[src/verilog/soc_periph_pkg.sv]
/* shared types for the peripheral subsystem
   APB request and response as packed structs, register maps and event bits */
`default_nettype none

package soc_periph_pkg;

  //////////////////////////////
  // apb bus
  //////////////////////////////
  localparam int APB_ADDR_W = 32;
  localparam int APB_DATA_W = 32;

  typedef logic [APB_ADDR_W-1:0] apb_addr_t;
  typedef logic [APB_DATA_W-1:0] apb_data_t;

  // master to slave, 67 bits
  typedef struct packed {
    apb_addr_t paddr;
    apb_data_t pwdata;
    logic      pwrite;
    logic      psel;
    logic      penable;
  } apb_req_t;

  // slave to master, 34 bits
  typedef struct packed {
    apb_data_t prdata;
    logic      pready;
    logic      pslverr;
  } apb_resp_t;

  //////////////////////////////
  // address map
  //////////////////////////////
  // region from paddr[15:12]
  typedef enum logic [1:0] {
    SEL_GPIO  = 2'd0,
    SEL_TIMER = 2'd1,
    SEL_NONE  = 2'd2
  } periph_sel_e;

  // word offsets, paddr[3:2]
  typedef enum logic [1:0] {
    GPIO_DIR    = 2'd0,
    GPIO_OUT    = 2'd1,
    GPIO_IN     = 2'd2,
    GPIO_INT_EN = 2'd3
  } gpio_reg_e;

  typedef enum logic [1:0] {
    TIMER_CFG = 2'd0,
    TIMER_CNT = 2'd1,
    TIMER_CMP = 2'd2
  } timer_reg_e;

  //////////////////////////////
  // fc event vector
  //////////////////////////////
  typedef logic [31:0] fc_events_t;

  localparam int FC_EVT_MTIME    = 7;
  localparam int FC_EVT_TIMER_LO = 16;
  localparam int FC_EVT_GPIO     = 18;
  localparam int FC_EVT_REF_CLK  = 23;

endpackage

`default_nettype wire
[src/verilog/soc_peripherals.sv]
/* peripheral subsystem top, single clock domain on clk_i
   gpio at region 0, timer at region 1, other regions answer with an error */
`timescale 1ns/1ps
`default_nettype none

module soc_peripherals
  import soc_periph_pkg::*;
#(
  parameter int N_GPIO = 32
) (
  input  logic              clk_i,
  input  logic              rst_i,
  input  apb_req_t          apb_req_i,
  output apb_resp_t         apb_resp_o,
  input  logic [N_GPIO-1:0] gpio_in_i,
  output logic [N_GPIO-1:0] gpio_out_o,
  output logic [N_GPIO-1:0] gpio_oe_o,
  input  logic              stoptimer_i,
  input  logic              slow_clk_i,
  output fc_events_t        fc_events_o
);

  apb_req_t  gpio_req;
  apb_resp_t gpio_resp;
  apb_req_t  timer_req;
  apb_resp_t timer_resp;
  logic      gpio_irq;
  logic      timer_irq;

  //////////////////////////////
  // bus
  //////////////////////////////
  periph_bus_decoder i_bus (
    .clk_i        (clk_i),
    .rst_i        (rst_i),
    .req_i        (apb_req_i),
    .resp_o       (apb_resp_o),
    .gpio_req_o   (gpio_req),
    .gpio_resp_i  (gpio_resp),
    .timer_req_o  (timer_req),
    .timer_resp_i (timer_resp)
  );

  //////////////////////////////
  // peripherals
  //////////////////////////////
  apb_gpio #(
    .N_GPIO (N_GPIO)
  ) i_gpio (
    .clk_i      (clk_i),
    .rst_i      (rst_i),
    .req_i      (gpio_req),
    .resp_o     (gpio_resp),
    .gpio_in_i  (gpio_in_i),
    .gpio_out_o (gpio_out_o),
    .gpio_oe_o  (gpio_oe_o),
    .irq_o      (gpio_irq)
  );

  apb_timer i_timer (
    .clk_i       (clk_i),
    .rst_i       (rst_i),
    .req_i       (timer_req),
    .resp_o      (timer_resp),
    .stoptimer_i (stoptimer_i),
    .irq_o       (timer_irq)
  );

  // events to the fabric controller
  fc_event_router i_events (
    .clk_i       (clk_i),
    .rst_i       (rst_i),
    .slow_clk_i  (slow_clk_i),
    .timer_irq_i (timer_irq),
    .gpio_irq_i  (gpio_irq),
    .fc_events_o (fc_events_o)
  );

endmodule

`default_nettype wire

[src/verilog/fc_event_router.sv]
/* fixed map of peripheral events onto the fc event vector, one cycle late
   slow_clk_i is treated as data, each level must last a few clk_i cycles */
`timescale 1ns/1ps
`default_nettype none

module fc_event_router
  import soc_periph_pkg::*;
(
  input  logic       clk_i,
  input  logic       rst_i,
  input  logic       slow_clk_i,
  input  logic       timer_irq_i,
  input  logic       gpio_irq_i,
  output fc_events_t fc_events_o
);

  logic [2:0] ref_q;
  logic       ref_edge;
  fc_events_t events_d;
  fc_events_t events_q;

  // two synchronizer stages plus one for edge compare
  always_ff @(posedge clk_i) begin
    if (rst_i) ref_q <= '0;
    else       ref_q <= {ref_q[1:0], slow_clk_i};
  end

  // rise or fall
  assign ref_edge = ref_q[1] ^ ref_q[2];

  always_comb begin
    events_d                  = '0;
    events_d[FC_EVT_MTIME]    = timer_irq_i;
    events_d[FC_EVT_TIMER_LO] = timer_irq_i;
    events_d[FC_EVT_GPIO]     = gpio_irq_i;
    events_d[FC_EVT_REF_CLK]  = ref_edge;
  end

  always_ff @(posedge clk_i) begin
    if (rst_i) events_q <= '0;
    else       events_q <= events_d;
  end

  assign fc_events_o = events_q;

endmodule

`default_nettype wire

[src/verilog/apb_timer.sv]
/* 32 bit compare timer with auto-reload to 0 on match
   offset 3 and paddr[11:4] nonzero read 0, compare resets to all ones */
`timescale 1ns/1ps
`default_nettype none

module apb_timer
  import soc_periph_pkg::*;
(
  input  logic      clk_i,
  input  logic      rst_i,
  input  apb_req_t  req_i,
  output apb_resp_t resp_o,
  input  logic      stoptimer_i,
  output logic      irq_o
);

  logic       en_q;
  apb_data_t  cnt_q;
  apb_data_t  cmp_q;
  logic       irq_q;
  logic       access;
  logic       wr;
  logic       hit;
  logic       run;
  logic       match;
  timer_reg_e reg_sel;

  assign access  = req_i.psel & req_i.penable;
  assign hit     = (req_i.paddr[11:4] == '0);
  assign wr      = access & req_i.pwrite & hit;
  assign reg_sel = timer_reg_e'(req_i.paddr[3:2]);

  // counting only while enabled and not frozen
  assign run   = en_q & ~stoptimer_i;
  assign match = (cnt_q == cmp_q);

  //////////////////////////////
  // config and compare
  //////////////////////////////
  always_ff @(posedge clk_i) begin
    if (rst_i) begin
      en_q  <= 1'b0;
      cmp_q <= '1;
    end else if (wr) begin
      if (reg_sel == TIMER_CFG) en_q  <= req_i.pwdata[0];
      if (reg_sel == TIMER_CMP) cmp_q <= req_i.pwdata;
    end
  end

  // counter, software write wins over counting
  always_ff @(posedge clk_i) begin
    if (rst_i) begin
      cnt_q <= '0;
      irq_q <= 1'b0;
    end else begin
      irq_q <= run & match;
      if (wr && reg_sel == TIMER_CNT) begin
        cnt_q <= req_i.pwdata;
      end else if (run) begin
        cnt_q <= match ? '0 : cnt_q + 1'b1;
      end
    end
  end

  always_comb begin
    resp_o = '0;
    resp_o.pready = access;
    if (hit) begin
      case (reg_sel)
        TIMER_CFG: resp_o.prdata = {31'd0, en_q};
        TIMER_CNT: resp_o.prdata = cnt_q;
        TIMER_CMP: resp_o.prdata = cmp_q;
        default:   resp_o.prdata = '0;
      endcase
    end
  end

  assign irq_o = irq_q;

endmodule

`default_nettype wire

[src/verilog/apb_gpio.sv]
/* zero-wait APB GPIO, N_GPIO from 1 to 32, unused data bits read 0
   offsets with paddr[11:4] nonzero read 0 and drop writes */
`timescale 1ns/1ps
`default_nettype none

module apb_gpio
  import soc_periph_pkg::*;
#(
  parameter int N_GPIO = 32
) (
  input  logic              clk_i,
  input  logic              rst_i,
  input  apb_req_t          req_i,
  output apb_resp_t         resp_o,
  input  logic [N_GPIO-1:0] gpio_in_i,
  output logic [N_GPIO-1:0] gpio_out_o,
  output logic [N_GPIO-1:0] gpio_oe_o,
  output logic              irq_o
);

  logic [N_GPIO-1:0] dir_q;
  logic [N_GPIO-1:0] out_q;
  logic [N_GPIO-1:0] int_en_q;
  logic [N_GPIO-1:0] sync1_q;
  logic [N_GPIO-1:0] sync2_q;
  logic [N_GPIO-1:0] prev_q;
  logic              irq_q;
  logic              access;
  logic              hit;
  gpio_reg_e         reg_sel;

  assign access  = req_i.psel & req_i.penable;
  assign hit     = (req_i.paddr[11:4] == '0);
  assign reg_sel = gpio_reg_e'(req_i.paddr[3:2]);

  //////////////////////////////
  // registers
  //////////////////////////////
  always_ff @(posedge clk_i) begin
    if (rst_i) begin
      dir_q    <= '0;
      out_q    <= '0;
      int_en_q <= '0;
    end else if (access && req_i.pwrite && hit) begin
      case (reg_sel)
        GPIO_DIR:    dir_q    <= req_i.pwdata[N_GPIO-1:0];
        GPIO_OUT:    out_q    <= req_i.pwdata[N_GPIO-1:0];
        GPIO_INT_EN: int_en_q <= req_i.pwdata[N_GPIO-1:0];
        default:     ;  // input register is read only
      endcase
    end
  end

  // two stage pin synchronizer, third stage for edge detect
  always_ff @(posedge clk_i) begin
    sync1_q <= gpio_in_i;
    sync2_q <= sync1_q;
    prev_q  <= sync2_q;
  end

  // rising edge on any enabled pin
  always_ff @(posedge clk_i) begin
    if (rst_i) irq_q <= 1'b0;
    else       irq_q <= |(sync2_q & ~prev_q & int_en_q);
  end

  // read mux, combinational in the access cycle
  always_comb begin
    resp_o = '0;
    resp_o.pready = access;
    if (hit) begin
      case (reg_sel)
        GPIO_DIR:    resp_o.prdata[N_GPIO-1:0] = dir_q;
        GPIO_OUT:    resp_o.prdata[N_GPIO-1:0] = out_q;
        GPIO_IN:     resp_o.prdata[N_GPIO-1:0] = sync2_q;
        GPIO_INT_EN: resp_o.prdata[N_GPIO-1:0] = int_en_q;
        default:     ;
      endcase
    end
  end

  assign gpio_out_o = out_q;
  assign gpio_oe_o  = dir_q;
  assign irq_o      = irq_q;

endmodule

`default_nettype wire

[src/verilog/periph_bus_decoder.sv]
/* one APB master to two zero-wait slaves, region in paddr[15:12]
   unmapped regions complete with pslverr and zero read data */
`timescale 1ns/1ps
`default_nettype none

module periph_bus_decoder
  import soc_periph_pkg::*;
(
  input  logic      clk_i,
  input  logic      rst_i,
  input  apb_req_t  req_i,
  output apb_resp_t resp_o,
  output apb_req_t  gpio_req_o,
  input  apb_resp_t gpio_resp_i,
  output apb_req_t  timer_req_o,
  input  apb_resp_t timer_resp_i
);

  periph_sel_e sel;
  logic        err_q;
  logic        access;

  // region decode
  always_comb begin
    case (req_i.paddr[15:12])
      4'd0:    sel = SEL_GPIO;
      4'd1:    sel = SEL_TIMER;
      default: sel = SEL_NONE;
    endcase
  end

  assign access = req_i.psel & req_i.penable;

  // per slave psel, rest of the request passes as is
  always_comb begin
    gpio_req_o       = req_i;
    gpio_req_o.psel  = req_i.psel & (sel == SEL_GPIO);
    timer_req_o      = req_i;
    timer_req_o.psel = req_i.psel & (sel == SEL_TIMER);
  end

  // decode error latched in setup, held through the access cycle
  always_ff @(posedge clk_i) begin
    if (rst_i) begin
      err_q <= 1'b0;
    end else if (req_i.psel && !req_i.penable) begin
      err_q <= (sel == SEL_NONE);
    end else if (access) begin
      err_q <= 1'b0;
    end
  end

  // response mux
  always_comb begin
    case (sel)
      SEL_GPIO:  resp_o = gpio_resp_i;
      SEL_TIMER: resp_o = timer_resp_i;
      default: begin
        resp_o.prdata  = '0;
        resp_o.pready  = access;
        resp_o.pslverr = access & err_q;
      end
    endcase
  end

endmodule

`default_nettype wire

[config.mk]
export PLATFORM = sky130hd
export DESIGN_NAME = soc_peripherals
export DESIGN_NICKNAME = d
export VERILOG_FILES = /design/src/verilog/soc_periph_pkg.sv /design/src/verilog/soc_peripherals.sv /design/src/verilog/fc_event_router.sv /design/src/verilog/apb_timer.sv /design/src/verilog/apb_gpio.sv /design/src/verilog/periph_bus_decoder.sv
export SDC_FILE = /design/constraint.sdc
export NUM_CORES = 1
export LEC_CHECK = 0
export BUFFER_PORTS_ARGS = -buffer_cell sky130_fd_sc_hd__buf_2
export CAP_MARGIN = 25
export CELL_PAD_IN_SITES_DETAIL_PLACEMENT = 1
export CELL_PAD_IN_SITES_GLOBAL_PLACEMENT = 2
export CORE_MARGIN = 5
export CORE_UTILIZATION = 30
export CTS_CLUSTER_SIZE = 12
export DETAILED_ROUTE_END_ITERATION = 16
export PLACE_DENSITY_LB_ADDON = 0.1
export SYNTH_ARGS = -nofsm -noshare
export SYNTH_HDL_FRONTEND = slang
export SYNTH_SLANG_ARGS = --single-unit
[constraint.sdc]
create_clock -name clk_i -period 1.7 [get_ports clk_i]
set_input_delay 0.085 -clock clk_i [delete_from_list [all_inputs] [get_ports clk_i]]
set_output_delay 0.085 -clock clk_i [all_outputs]
set_load 0.01 [all_outputs]
; ---- Yosys cells after proc, flatten, opt, wreduce, memory -nomap -nowiden
; Index checks and enable logic that the tools add are counted.
[op_classes]
addsub = 1
n_eq_ne = 7
muxes = 11
bitwise_logic = 15
reduce_logical = 17
[op_table]
columns = operator, n
row1 = $mux W32, 5
row2 = $pmux W32 S4, 1
row3 = $pmux W32 S3, 1
row4 = $pmux W34 S2, 1
row5 = $and A32 B32 Y32, 2
row6 = $add A32 B1 Y32 const B, 1
row7 = $eq A32 B32 Y1, 1
row8 = $not A32 Y32, 1
row9 = $reduce_or A32 Y1, 1
row10 = $and A1 B1 Y1, 10
row11 = $reduce_and A2 Y1, 5
row12 = $logic_not A8 Y1, 1
row13 = $eq A2 B2 Y1 const B, 3
row14 = $eq A2 B1 Y1 const B, 2
row15 = $eq A4 B1 Y1 const B, 1
row16 = $logic_and A1 B1 Y1, 4
row17 = $logic_not A2 Y1, 2
row18 = $logic_not A4 Y1, 1
row19 = $pmux W2 S2, 1
row20 = $reduce_bool A2 Y1, 2
row21 = $mux W1, 2
row22 = $logic_not A1 Y1, 1
row23 = $not A1 Y1, 1
row24 = $xor A1 B1 Y1, 1
[word_totals]
register_bits = 295
inputBits = 103
out_inout_bits = 130
word_cells = 66

; ---- Depth between registers and ports, before layout
; Gate-level depths: netlist of the first run.
[depth]
word_depth = 9
ltp_mapped = 9
mapped_depth_nobuf = 6

; ---- Hierarchy
; A second synthesis of the first run with hierarchy kept.
[hier_totals]
cells_unflattened = 1401
hier_area_um2 = 13096.3
[modules_own_cells]
columns = module, n_inst, cells_per_inst, area_per_inst_um2, seq_area_each_um2
row1 = apb_gpio, 1, 586, 6797.8, 3863.7
row2 = apb_timer, 1, 554, 4289.1, 1321.3
row3 = periph_bus_decoder, 1, 218, 1621.6, 20.0
row4 = fc_event_router, 1, 43, 387.9, 120.1

; ---- Worst setup path after synthesis of the first run
; Ideal clock, no wire load.
[synth_path]
path_kind = flip-flop to flip-flop
from = register i_timer.cnt_q[2]
to = register i_timer.cnt_q[10]
setup_time_ns = 0.116
t_arrival_ns = 1.649
t_required_ns = 1.584
setup_slack_ns = -0.065
stages_incl_launch_ff = 10
n_path_buf = 3
synth_period_minus_slack_ns = 1.765
path_cell_list = dfxtp_1 buf_2 xor2_1 nor4_1 nand4_1 nor3_1 or3_1 buf_2 buf_6 o21ai_1
[synth_via]
elab_chain_len = 4
word_cells_on_any_way = 5
cone_classes = add/sub (1) / eq/ne (1) / mux (3)
[synth_rtl]
columns = element, line_no
row1 = from (decl), apb_timer.sv:18  ; apb_data_t cnt_q;
row2 = from (signal assigned), apb_timer.sv:58  ; cnt_q <= req_i.pwdata;
row3 = from (signal assigned), apb_timer.sv:60  ; cnt_q <= match ? '0 : cnt_q + 1'b1;
row4 = $add A32 B1 Y32 / $eq A32 B32 Y1 (equally long branches), "apb_timer.sv:60, apb_timer.sv:35"
row5 = $mux W32 (*), apb_timer.sv:60
row6 = $mux W32 (*), apb_timer.sv:59  ; end else if (run) begin
row7 = $mux W32 (*), apb_timer.sv:57  ; if (wr && reg_sel == TIMER_CNT) begin
; Mark *: on every way between the ends. The rest lies on a longest branch, timed or not. The select of a mux whose other input is x is not followed.
; A chain may end at the register's enable or synchronous reset.

; ---- Final worst setup path of the first run
[layout_path]
from = register i_timer.cnt_q[27]
to = register i_timer.cnt_q[19]
[layout_via]
elab_chain_len = 4
[layout_rtl]
columns = element, line_no
row1 = $eq A32 B32 Y1, apb_timer.sv:35  ; assign match = (cnt_q == cmp_q);
row2 = $mux W32, apb_timer.sv:60
row3 = $mux W32, apb_timer.sv:59
row4 = $mux W32, apb_timer.sv:57
; No other way between the ends. The select of a mux whose other input is x is not followed.

==> results of run 1 <==
==> through the flow <==
stage | std cells | instance area [um^2]
floorplan | 1224 | 11300
global placement | 1916 | 13600
detailed placement | 1916 | 13600
CTS | 2071 | 15900
global route | 2076 | 16200
finish | 2076 | 16200
==> routing by layer <==
| layer | routed length [um] | up-vias | GRT usage | share of wire |
|---|---|---|---|---|
| met5 | 0 | - | 0 | 0 |
| met4 | 711 | 0 | 0.0364 | 0.016 |
| met3 | 1690 | 44 | 0.0283 | 0.038 |
| met2 | 21300 | 200 | 0.355 | 0.47 |
| met1 | 21300 | 5048 | 0.297 | 0.47 |
| li1 | - | 4879 | - | - |
==> logic make-up (layout without fill, tap and decap cells) <==
family / Yosys count / count (layout) / share of synthesized area
and+or+nand+nor: 457 / 457 / 0.200
DFF: 266 / 266 / 0.477
AOI/OAI and AO/OA: 246 / 246 / 0.142
buffers and inverters: 127 / 511 / 0.0622
xor gates and xnor gates: 63 / 63 / 0.0494
muxes: 36 / 36 / 0.0681
adders and majority gates: 1 / 1 / 0.00112
other: 1 / 28 / 0.000336
==> report_power, final <==
| part | switching [mW] | internal (mW) |
|---|---|---|
| Combinational | 0.515 | 0.412 |
| Clock | 2.73 | 3.65 |
| Sequential | 0.0624 | 6.36 |
| Total | 3.31 | 10.4 |
==> sequential cells by signal, indices dropped and copies added, names as in the netlist, 3 cells and up <==
name	flops
i_gpio.gpio_oe_o	32
i_gpio.gpio_out_o	32
i_gpio.int_en_q	32
i_gpio.prev_q	32
i_gpio.sync1_q	32
i_gpio.sync2_q	32
i_timer.cmp_q	32
i_timer.cnt_q	32
i_events.fc_events_o	3
i_events.ref_q	3
==> critical path, delay by kind of cell, from the launching register on <==
family / cells / cell delay, ps
buffers and inverters: 3 / 570
AND/OR/NAND/NOR: 3 / 530
AO/OA/AOI/OAI: 2 / 240
flip-flops: 1 / 330
XOR/XNOR: 1 / 160
==> how the worst max path moves through the flow <==
stage,from,to,slack [ps],depth (start not counted)
after global placement,i_timer.cmp_q[26]$_SDFFE_PP1P_,i_timer.cnt_q[8]$_SDFFE_PP0P_,-310,9
after global routing,i_timer.cnt_q[27]$_SDFFE_PP0P_,i_timer.cnt_q[19]$_SDFFE_PP0P_,-400,9
after detailed placement,i_timer.cmp_q[26]$_SDFFE_PP1P_,i_timer.cnt_q[7]$_SDFFE_PP0P_,-330,9
final,i_timer.cnt_q[27]$_SDFFE_PP0P_,i_timer.cnt_q[19]$_SDFFE_PP0P_,-250,9
after CTS,i_gpio.sync2_q[1]$_DFF_P_,apb_resp_o[3],-270,4
after floorplan,i_timer.cnt_q[25]$_SDFFE_PP0P_,i_timer.cnt_q[20]$_SDFFE_PP0P_,-30,8
==> cell type report <==
cell class | instances | area share
inverters | 5 | 0.00116
multi-input cells | 831 | 0.353
clock buffers | 46 | 0.0559
well taps | 468 | 0.0363
flip-flops and latches | 266 | 0.339
repair buffers | 451 | 0.211
clock inverters | 9 | 0.00372
==> layout by cell type, fill, tap and decap left out, types with 15 or more instances in the layout <==
cell type                         n
sky130_fd_sc_hd__a211o_1         32
sky130_fd_sc_hd__a211oi_2        22
sky130_fd_sc_hd__a21oi_1         97
sky130_fd_sc_hd__a22oi_1         32
sky130_fd_sc_hd__a31oi_1         15
sky130_fd_sc_hd__buf_12          22
sky130_fd_sc_hd__buf_2          185
sky130_fd_sc_hd__buf_4          170
sky130_fd_sc_hd__clkbuf_16       31
sky130_fd_sc_hd__conb_1          28
sky130_fd_sc_hd__dfxtp_1        157
sky130_fd_sc_hd__dfxtp_2        102
sky130_fd_sc_hd__dlygate4sd3_1   68
sky130_fd_sc_hd__mux4_2          32
sky130_fd_sc_hd__nand2_1        266
sky130_fd_sc_hd__nand2b_1        15
sky130_fd_sc_hd__nand3_1         23
sky130_fd_sc_hd__nor2_2          24
sky130_fd_sc_hd__nor2b_1         38
sky130_fd_sc_hd__o21ai_2         15
sky130_fd_sc_hd__o22ai_1         16
sky130_fd_sc_hd__xor2_1          43
==> what timing repair did <==
| action | 4_1_cts | 5_1_grt |
|---|---|---|
| gates resized for setup | 172 | 54 |
| cloned | 1 | 0 |
| pin swaps | 44 | 33 |
| endpoints found under the setup margin | 65 | 65 |
| endpoints found under the hold margin | 195 | 0 |
| buffers inserted | 42 | 8 |
| hold buffers | 68 | 0 |
==> results.env, run 1 <==
SYNTH-SEQ-CELLS=266
SYNTH_AREA_PER_CELL_UM2=9.33
CELL_COUNT_OF_THE_WORST_REG_TO_REG_PATH=9
MIN_PATH_TYPE='in2reg'
CLOCK_LATENCY_PS=590
WORSTREG2REGSTART='i_timer.cnt_q[27]$_SDFFE_PP0P_'
CTS.PATH.MAX_BUFFERS=3
GRT_MAX_DEGREE=63
YOSYS-TOP-CELLS-AREA='sky130_fd_sc_hd__dfxtp_1 (48%), sky130_fd_sc_hd__nand2_1 (8.9%), sky130_fd_sc_hd__mux4_2 (6.5%)'
LAYOUT.CORE_UTILIZATION=0.440
GRT_REMAINING_OVERFLOW=0
PORT_BUFFER_COUNT=186
SYNTHDOMINANTAREACELLTYPE='sky130_fd_sc_hd__dfxtp_1'
FF_LATCH_AREA_UM2=5480
POST-ROUTE-MIN-PERIOD_PS=1950
FIRST_PASS_ITERS=5
WHS_PS=40.9
DETAIL_ROUTE.DRC_VIOLATIONS=0
CLK_PIN_SLEW_PS=60
MOST_COMMON_CELL_ON_CRIT_PATH='sky130_fd_sc_hd__buf_4'
TRITONCTS='built'
GRT_FIRST_PASS_WIRELENGTH_UM=67500
GRT_USE_TOTAL=0.212
SYNTH_EDF_COUNT=0
CRITICALPATHCATEGORY='reg2reg'
GRT_PASS1_VIAS=10686
SYNTHTOPCELLSBYCOUNT='sky130_fd_sc_hd__dfxtp_1 (266), sky130_fd_sc_hd__nand2_1 (266), sky130_fd_sc_hd__a21oi_1 (97), sky130_fd_sc_hd__xor2_1 (51), sky130_fd_sc_hd__clkbuf_1 (47)'
SYNTHARSTFLOPSHARE=0
DETAILEDPLACEMENTHPWL_UM=32000
NUMCTSBUFFERS=31
FINALWEIGHTEDCONGESTION=0.879
TIMING.RR.END='i_timer.cnt_q[19]$_SDFFE_PP0P_'
CLK_ROOT_BUFFER_CELL='sky130_fd_sc_hd__clkbuf_16'
VIA_COUNT=10171
CRITPATHMAXFANOUT=14
DIE-AREA_UM2=41200
HOLD_PATH_STARTPOINT='stoptimer_i'
TIMING_MAX_TRANSITION_VIOLATIONS_FINAL=0
CLOCK_TREE.HTREE_LEVEL_COUNT=1
ACHIEVABLE-FREQUENCY_MHz=513
CRITICAL_PATH.ENDPOINT_TYPE='flop'
WORST_HOLD_PATH.NUM_CELLS=5
CP.ARRIVAL_PS=2400
CRIT_PATH_TOP_DELAY_CELL='sky130_fd_sc_hd__dfxtp_2'
PATH_CELLS='xor2_1, nor4_2, buf_4, nand4_1, buf_4, o211ai_1, buf_4, nand2b_1, a31oi_1'
SYN_AREA_UM2=11200
DIE-HEIGHT_UM=203
FINAL_LAYOUT_SIZE_SUFFIX_GT1_FRAC=0.425
REGTOREGSETUPSLACK_PS=-250
YS_SEQ_AREA_FRAC=0.477
SETUP_WS_PS=-250
TIGHTEST_SLEW_PS=819
FINISH.NET_COUNT=1690
UNREPAIRED_SETUP_ENDPOINTS_AFTER_GLOBAL_ROUTING='true'
SYNTH.YOSYS.WARNINGS=0
CORE_UM2=36700
TIMING.CRITICAL_PATH.REQUIRED_PS=2150
FLOORPLAN.INITIALDENSITY=0.304
NUM-FILL-CELLS=4127
NUM_ROWS=70
SYNTH.DISTINCT_CELLS=50
DRT-INITIAL-DRC-COUNT=592
ANTENNADIODECOUNT=0
IOPINCOUNT=233
TOT_PWR_mW=13.7
CRITICAL-PATH-MAX-STAGE-DELAY_PS=330
WL_FINAL_UM=45000
CLOCK-SKEW-FINAL_PS=11.5
SYNTH_CELLS=1197
TIMING.SLEW.HEADROOM=0.452
YOSYSTOPAREACELLSHARE=0.477
IR_DROP_uV=689
AREAGROWTHSYNTHTOFINISH_PCT=44.6
SETUP_TOTAL_NEGATIVE_SLACK_PS=-11420
GRT_ANTENNA_BEFORE_REPAIR=0
REPORT.FINAL.SETUP_VIOL=64
HOLD_VIOL=0
CP-START-KIND='flop'
RESULT_OF_THE_RUN='complete, but fails checks'
MAX_CAP_VIOLATIONS=0
MULTI_INPUT_COMB_AREA_UM2=5700
CELLLEAKAGEPOWER_nW=6.31
DRT-WIRELENGTH-PER-CELL_UM=21.7
MOST_COMMON_FLOP_CELL_MAPPED_BY_YOSYS='sky130_fd_sc_hd__dfxtp_1'
DETAILEDPLACE.WORSTSLACK_PS=-331
FINALCRITPERIODSHARE=1.15
FAILED_CHECKS='setup timing'
DIE-WIDTH_UM=203
CLOCK_TREE_SINKS=266
POWER-PER-CELL-AREA_nW_PER_UM2=850
HOLD_PATH_END='i_timer.cnt_q[1]$_SDFFE_PP0P_'
POSTROUTEANTENNANETS=0
VIASPERCELL=4.90
Note: power is estimated with default switching activity, not from simulation.
==> inputs of run 2 (changes only) <==
==> constraint.sdc (replaced) <==
create_clock -name clk_i -period 1.7 [get_ports clk_i]
set_input_delay 0.425 -clock clk_i [delete_from_list [all_inputs] [get_ports clk_i]]
set_output_delay 0.425 -clock clk_i [all_outputs]
set_load 0.01 [all_outputs]
==> run 2 against run 1 <==
The run still ends with setup timing left. Final cell count grew 0.87%. Critical path depth shrank 5. Clock skew is essentially flat. Clock power grew 11%. Register-to-register slack lost 110 ps. Sequential power is essentially flat. Clock-buffer cell count shrank 1.
==> results.env, run 2 (synthesized netlist as in run 1, its figures left out) <==
TIMING.CRITICAL_PATH.REQUIRED_PS=1270
CRITICALPATHCATEGORY='reg2out'
DRT-INITIAL-DRC-COUNT=615
FINALCRITPERIODSHARE=1.32
CP-START-KIND='flop'
AREA_OF_ALL_PLACED_CELLS_WITHOUT_FILLERS_UM2=17000
POWER-PER-CELL-AREA_nW_PER_UM2=849
IR_DROP_uV=745
GRT_FIRST_PASS_WIRELENGTH_UM=68000
TIGHTEST_SLEW_PS=705
FINISH.NET_COUNT=1705
CLK_ROOT_BUFFER_CELL='sky130_fd_sc_hd__clkbuf_16'
ROUTED-WL-MET3_UM=2030
POST-ROUTE-MIN-PERIOD_PS=2240
FINALWEIGHTEDCONGESTION=0.858
MAX_CAP_VIOLATIONS=0
FAILED_CHECKS='setup timing'
REPORT.FINAL.SETUP_VIOL=97
POST_ROUTE_MET1_WIRELENGTH_UM=21600
CRITPATHMAXFANOUT=3
HOLD_VIOL=0
DIE-WIDTH_UM=203
DETAIL_ROUTE.DRC_VIOLATIONS=0
FINAL_LAYOUT_SIZE_SUFFIX_GT1_FRAC=0.482
GRT_PASS1_VIAS=10764
DETAILEDPLACE.WORSTSLACK_PS=-648
FIRST_PASS_ITERS=4
NUMCTSBUFFERS=31
VIASPERCELL=5.00
GRT_REMAINING_OVERFLOW=0
IOPINCOUNT=233
NUM_ROWS=70
CLK_PIN_SLEW_PS=60
DIE-HEIGHT_UM=203
WHS_PS=62.6
CRITICAL_PATH.ENDPOINT_TYPE='output port'
FIN_CELLS=2094
CLOCK-SKEW-FINAL_PS=11.6
TIMING.SLEW.HEADROOM=0.528
TOPROUTINGLAYERUSED='met4'
DR_WL_MET2_UM=22300
GRT_ANTENNA_BEFORE_REPAIR=1
GRT_MAX_DEGREE=58
PORT_BUFFER_COUNT=186
POSTROUTEANTENNANETS=0
LAYOUT.CORE_UTILIZATION=0.463
CLOCK_TREE_SINKS=266
DIE-AREA_UM2=41200
CTS.PATH.MAX_BUFFERS=3
ACHIEVABLE-FREQUENCY_MHz=446
MIN_PATH_TYPE='in2reg'
CLOCK_LATENCY_PS=590
RESULT_OF_THE_RUN='complete, but fails checks'
MOSTFREQUENTLAYOUTCELL='sky130_fd_sc_hd__nand2_1'
SETUP_WS_PS=-544
VIA_COUNT=10480
NUMPLACEDINSTANCES=1961
CLOCK_TREE.HTREE_LEVEL_COUNT=1
CORE_UM2=36700
GRT_USE_TOTAL=0.213
FLOORPLAN.INITIALDENSITY=0.304
TOP_LIBRARY_CELLS_BY_USAGE_IN_THE_LAYOUT_FILL_AND_TAPS_ASIDE='sky130_fd_sc_hd__nand2_1 (238), sky130_fd_sc_hd__buf_4 (208), sky130_fd_sc_hd__dfxtp_1 (188)'
DRT-WIRELENGTH-PER-CELL_UM=22.4
NUM-FILL-CELLS=4063
SETUP_TOTAL_NEGATIVE_SLACK_PS=-29390
TOT_PWR_mW=14.4
TRITONCTS='built'
CP.ARRIVAL_PS=1820
AREAGROWTHSYNTHTOFINISH_PCT=52.2
PLACE_AREA_UM2=14100
WL_FINAL_UM=46900
UNREPAIRED_SETUP_ENDPOINTS_AFTER_GLOBAL_ROUTING='true'
CELLLEAKAGEPOWER_nW=6.96
TIMING_MAX_TRANSITION_VIOLATIONS_FINAL=0
DETAILEDPLACEMENTHPWL_UM=33200
[run 2: cell types whose count changed in the layout (fill, tap and decap cells not counted), moves of 8 or more]
cell / change
sky130_fd_sc_hd__a211oi_1: -8
sky130_fd_sc_hd__a21oi_1: -28
sky130_fd_sc_hd__a21oi_2: +28
sky130_fd_sc_hd__buf_4: +38
sky130_fd_sc_hd__buf_6: +10
sky130_fd_sc_hd__dfxtp_1: +31
sky130_fd_sc_hd__dfxtp_2: -28
sky130_fd_sc_hd__dlygate4sd3_1: -36
sky130_fd_sc_hd__nand2_1: -28
sky130_fd_sc_hd__nand2_4: +27
[run 2: final timing paths]
check / cells after the start / slack (ps) / from / to
max: 4 / -540 / i_gpio.int_en_q[4]$_SDFFE_PP0P_ / apb_resp_o[6]
min: 2 / 60 / slow_clk_i / i_events.ref_q[0]$_SDFF_PP0_
max reg2reg: 8 / -360 / i_timer.cnt_q[10]$_SDFFE_PP0P_ / i_timer.cnt_q[30]$_SDFFE_PP0P_
min reg2reg: 0 / 330 / i_gpio.sync1_q[28]$_DFF_P_ / i_gpio.sync2_q[28]$_DFF_P_
[run 2: timing repair]
action                                  CTS  global route
hold buffers                             32             0
setup buffers                            24            13
hold endpoints to repair                 32             0
cloned                                    2             7
endpoints found under the setup margin   66            99
resized for setup                       144           155
pin swaps                                48            87
[run 2: cell type report]
class | count | area, um^2 | area share
multi-input combinational | 831 | 6260 | 0.368
clock buffer | 45 | 898 | 0.0528
tap | 468 | 586 | 0.0344
timing repair buffer | 466 | 3640 | 0.214
antenna | 1 | 2.50 | 0.000147
sequential | 266 | 5430 | 0.319
clock inverter | 12 | 175 | 0.0103
inverter | 5 | 18.8 | 0.00110
[run 2: where the power goes]
group | internal, mW | leakage, nW | switching, mW
registers | 6.36 | 2.21 | 0.0682
clock network | 4.26 | 0.534 | 2.80
logic | 0.406 | 4.22 | 0.547
total | 11.0 | 6.96 | 3.41
[run 2: critical path: stages (launching register included)]
cell	delay (ps)
sky130_fd_sc_hd__dfxtp_2	330
sky130_fd_sc_hd__mux4_2	530
sky130_fd_sc_hd__nor2_4	150
sky130_fd_sc_hd__a211oi_4	70
sky130_fd_sc_hd__buf_2	160
[run 2: per-layer routing]
layer	vias up	GRT usage
met2	231	0.350
met5	-	0
met4	0	0.0434
li1	4930	-
met3	58	0.0300
met1	5261	0.300
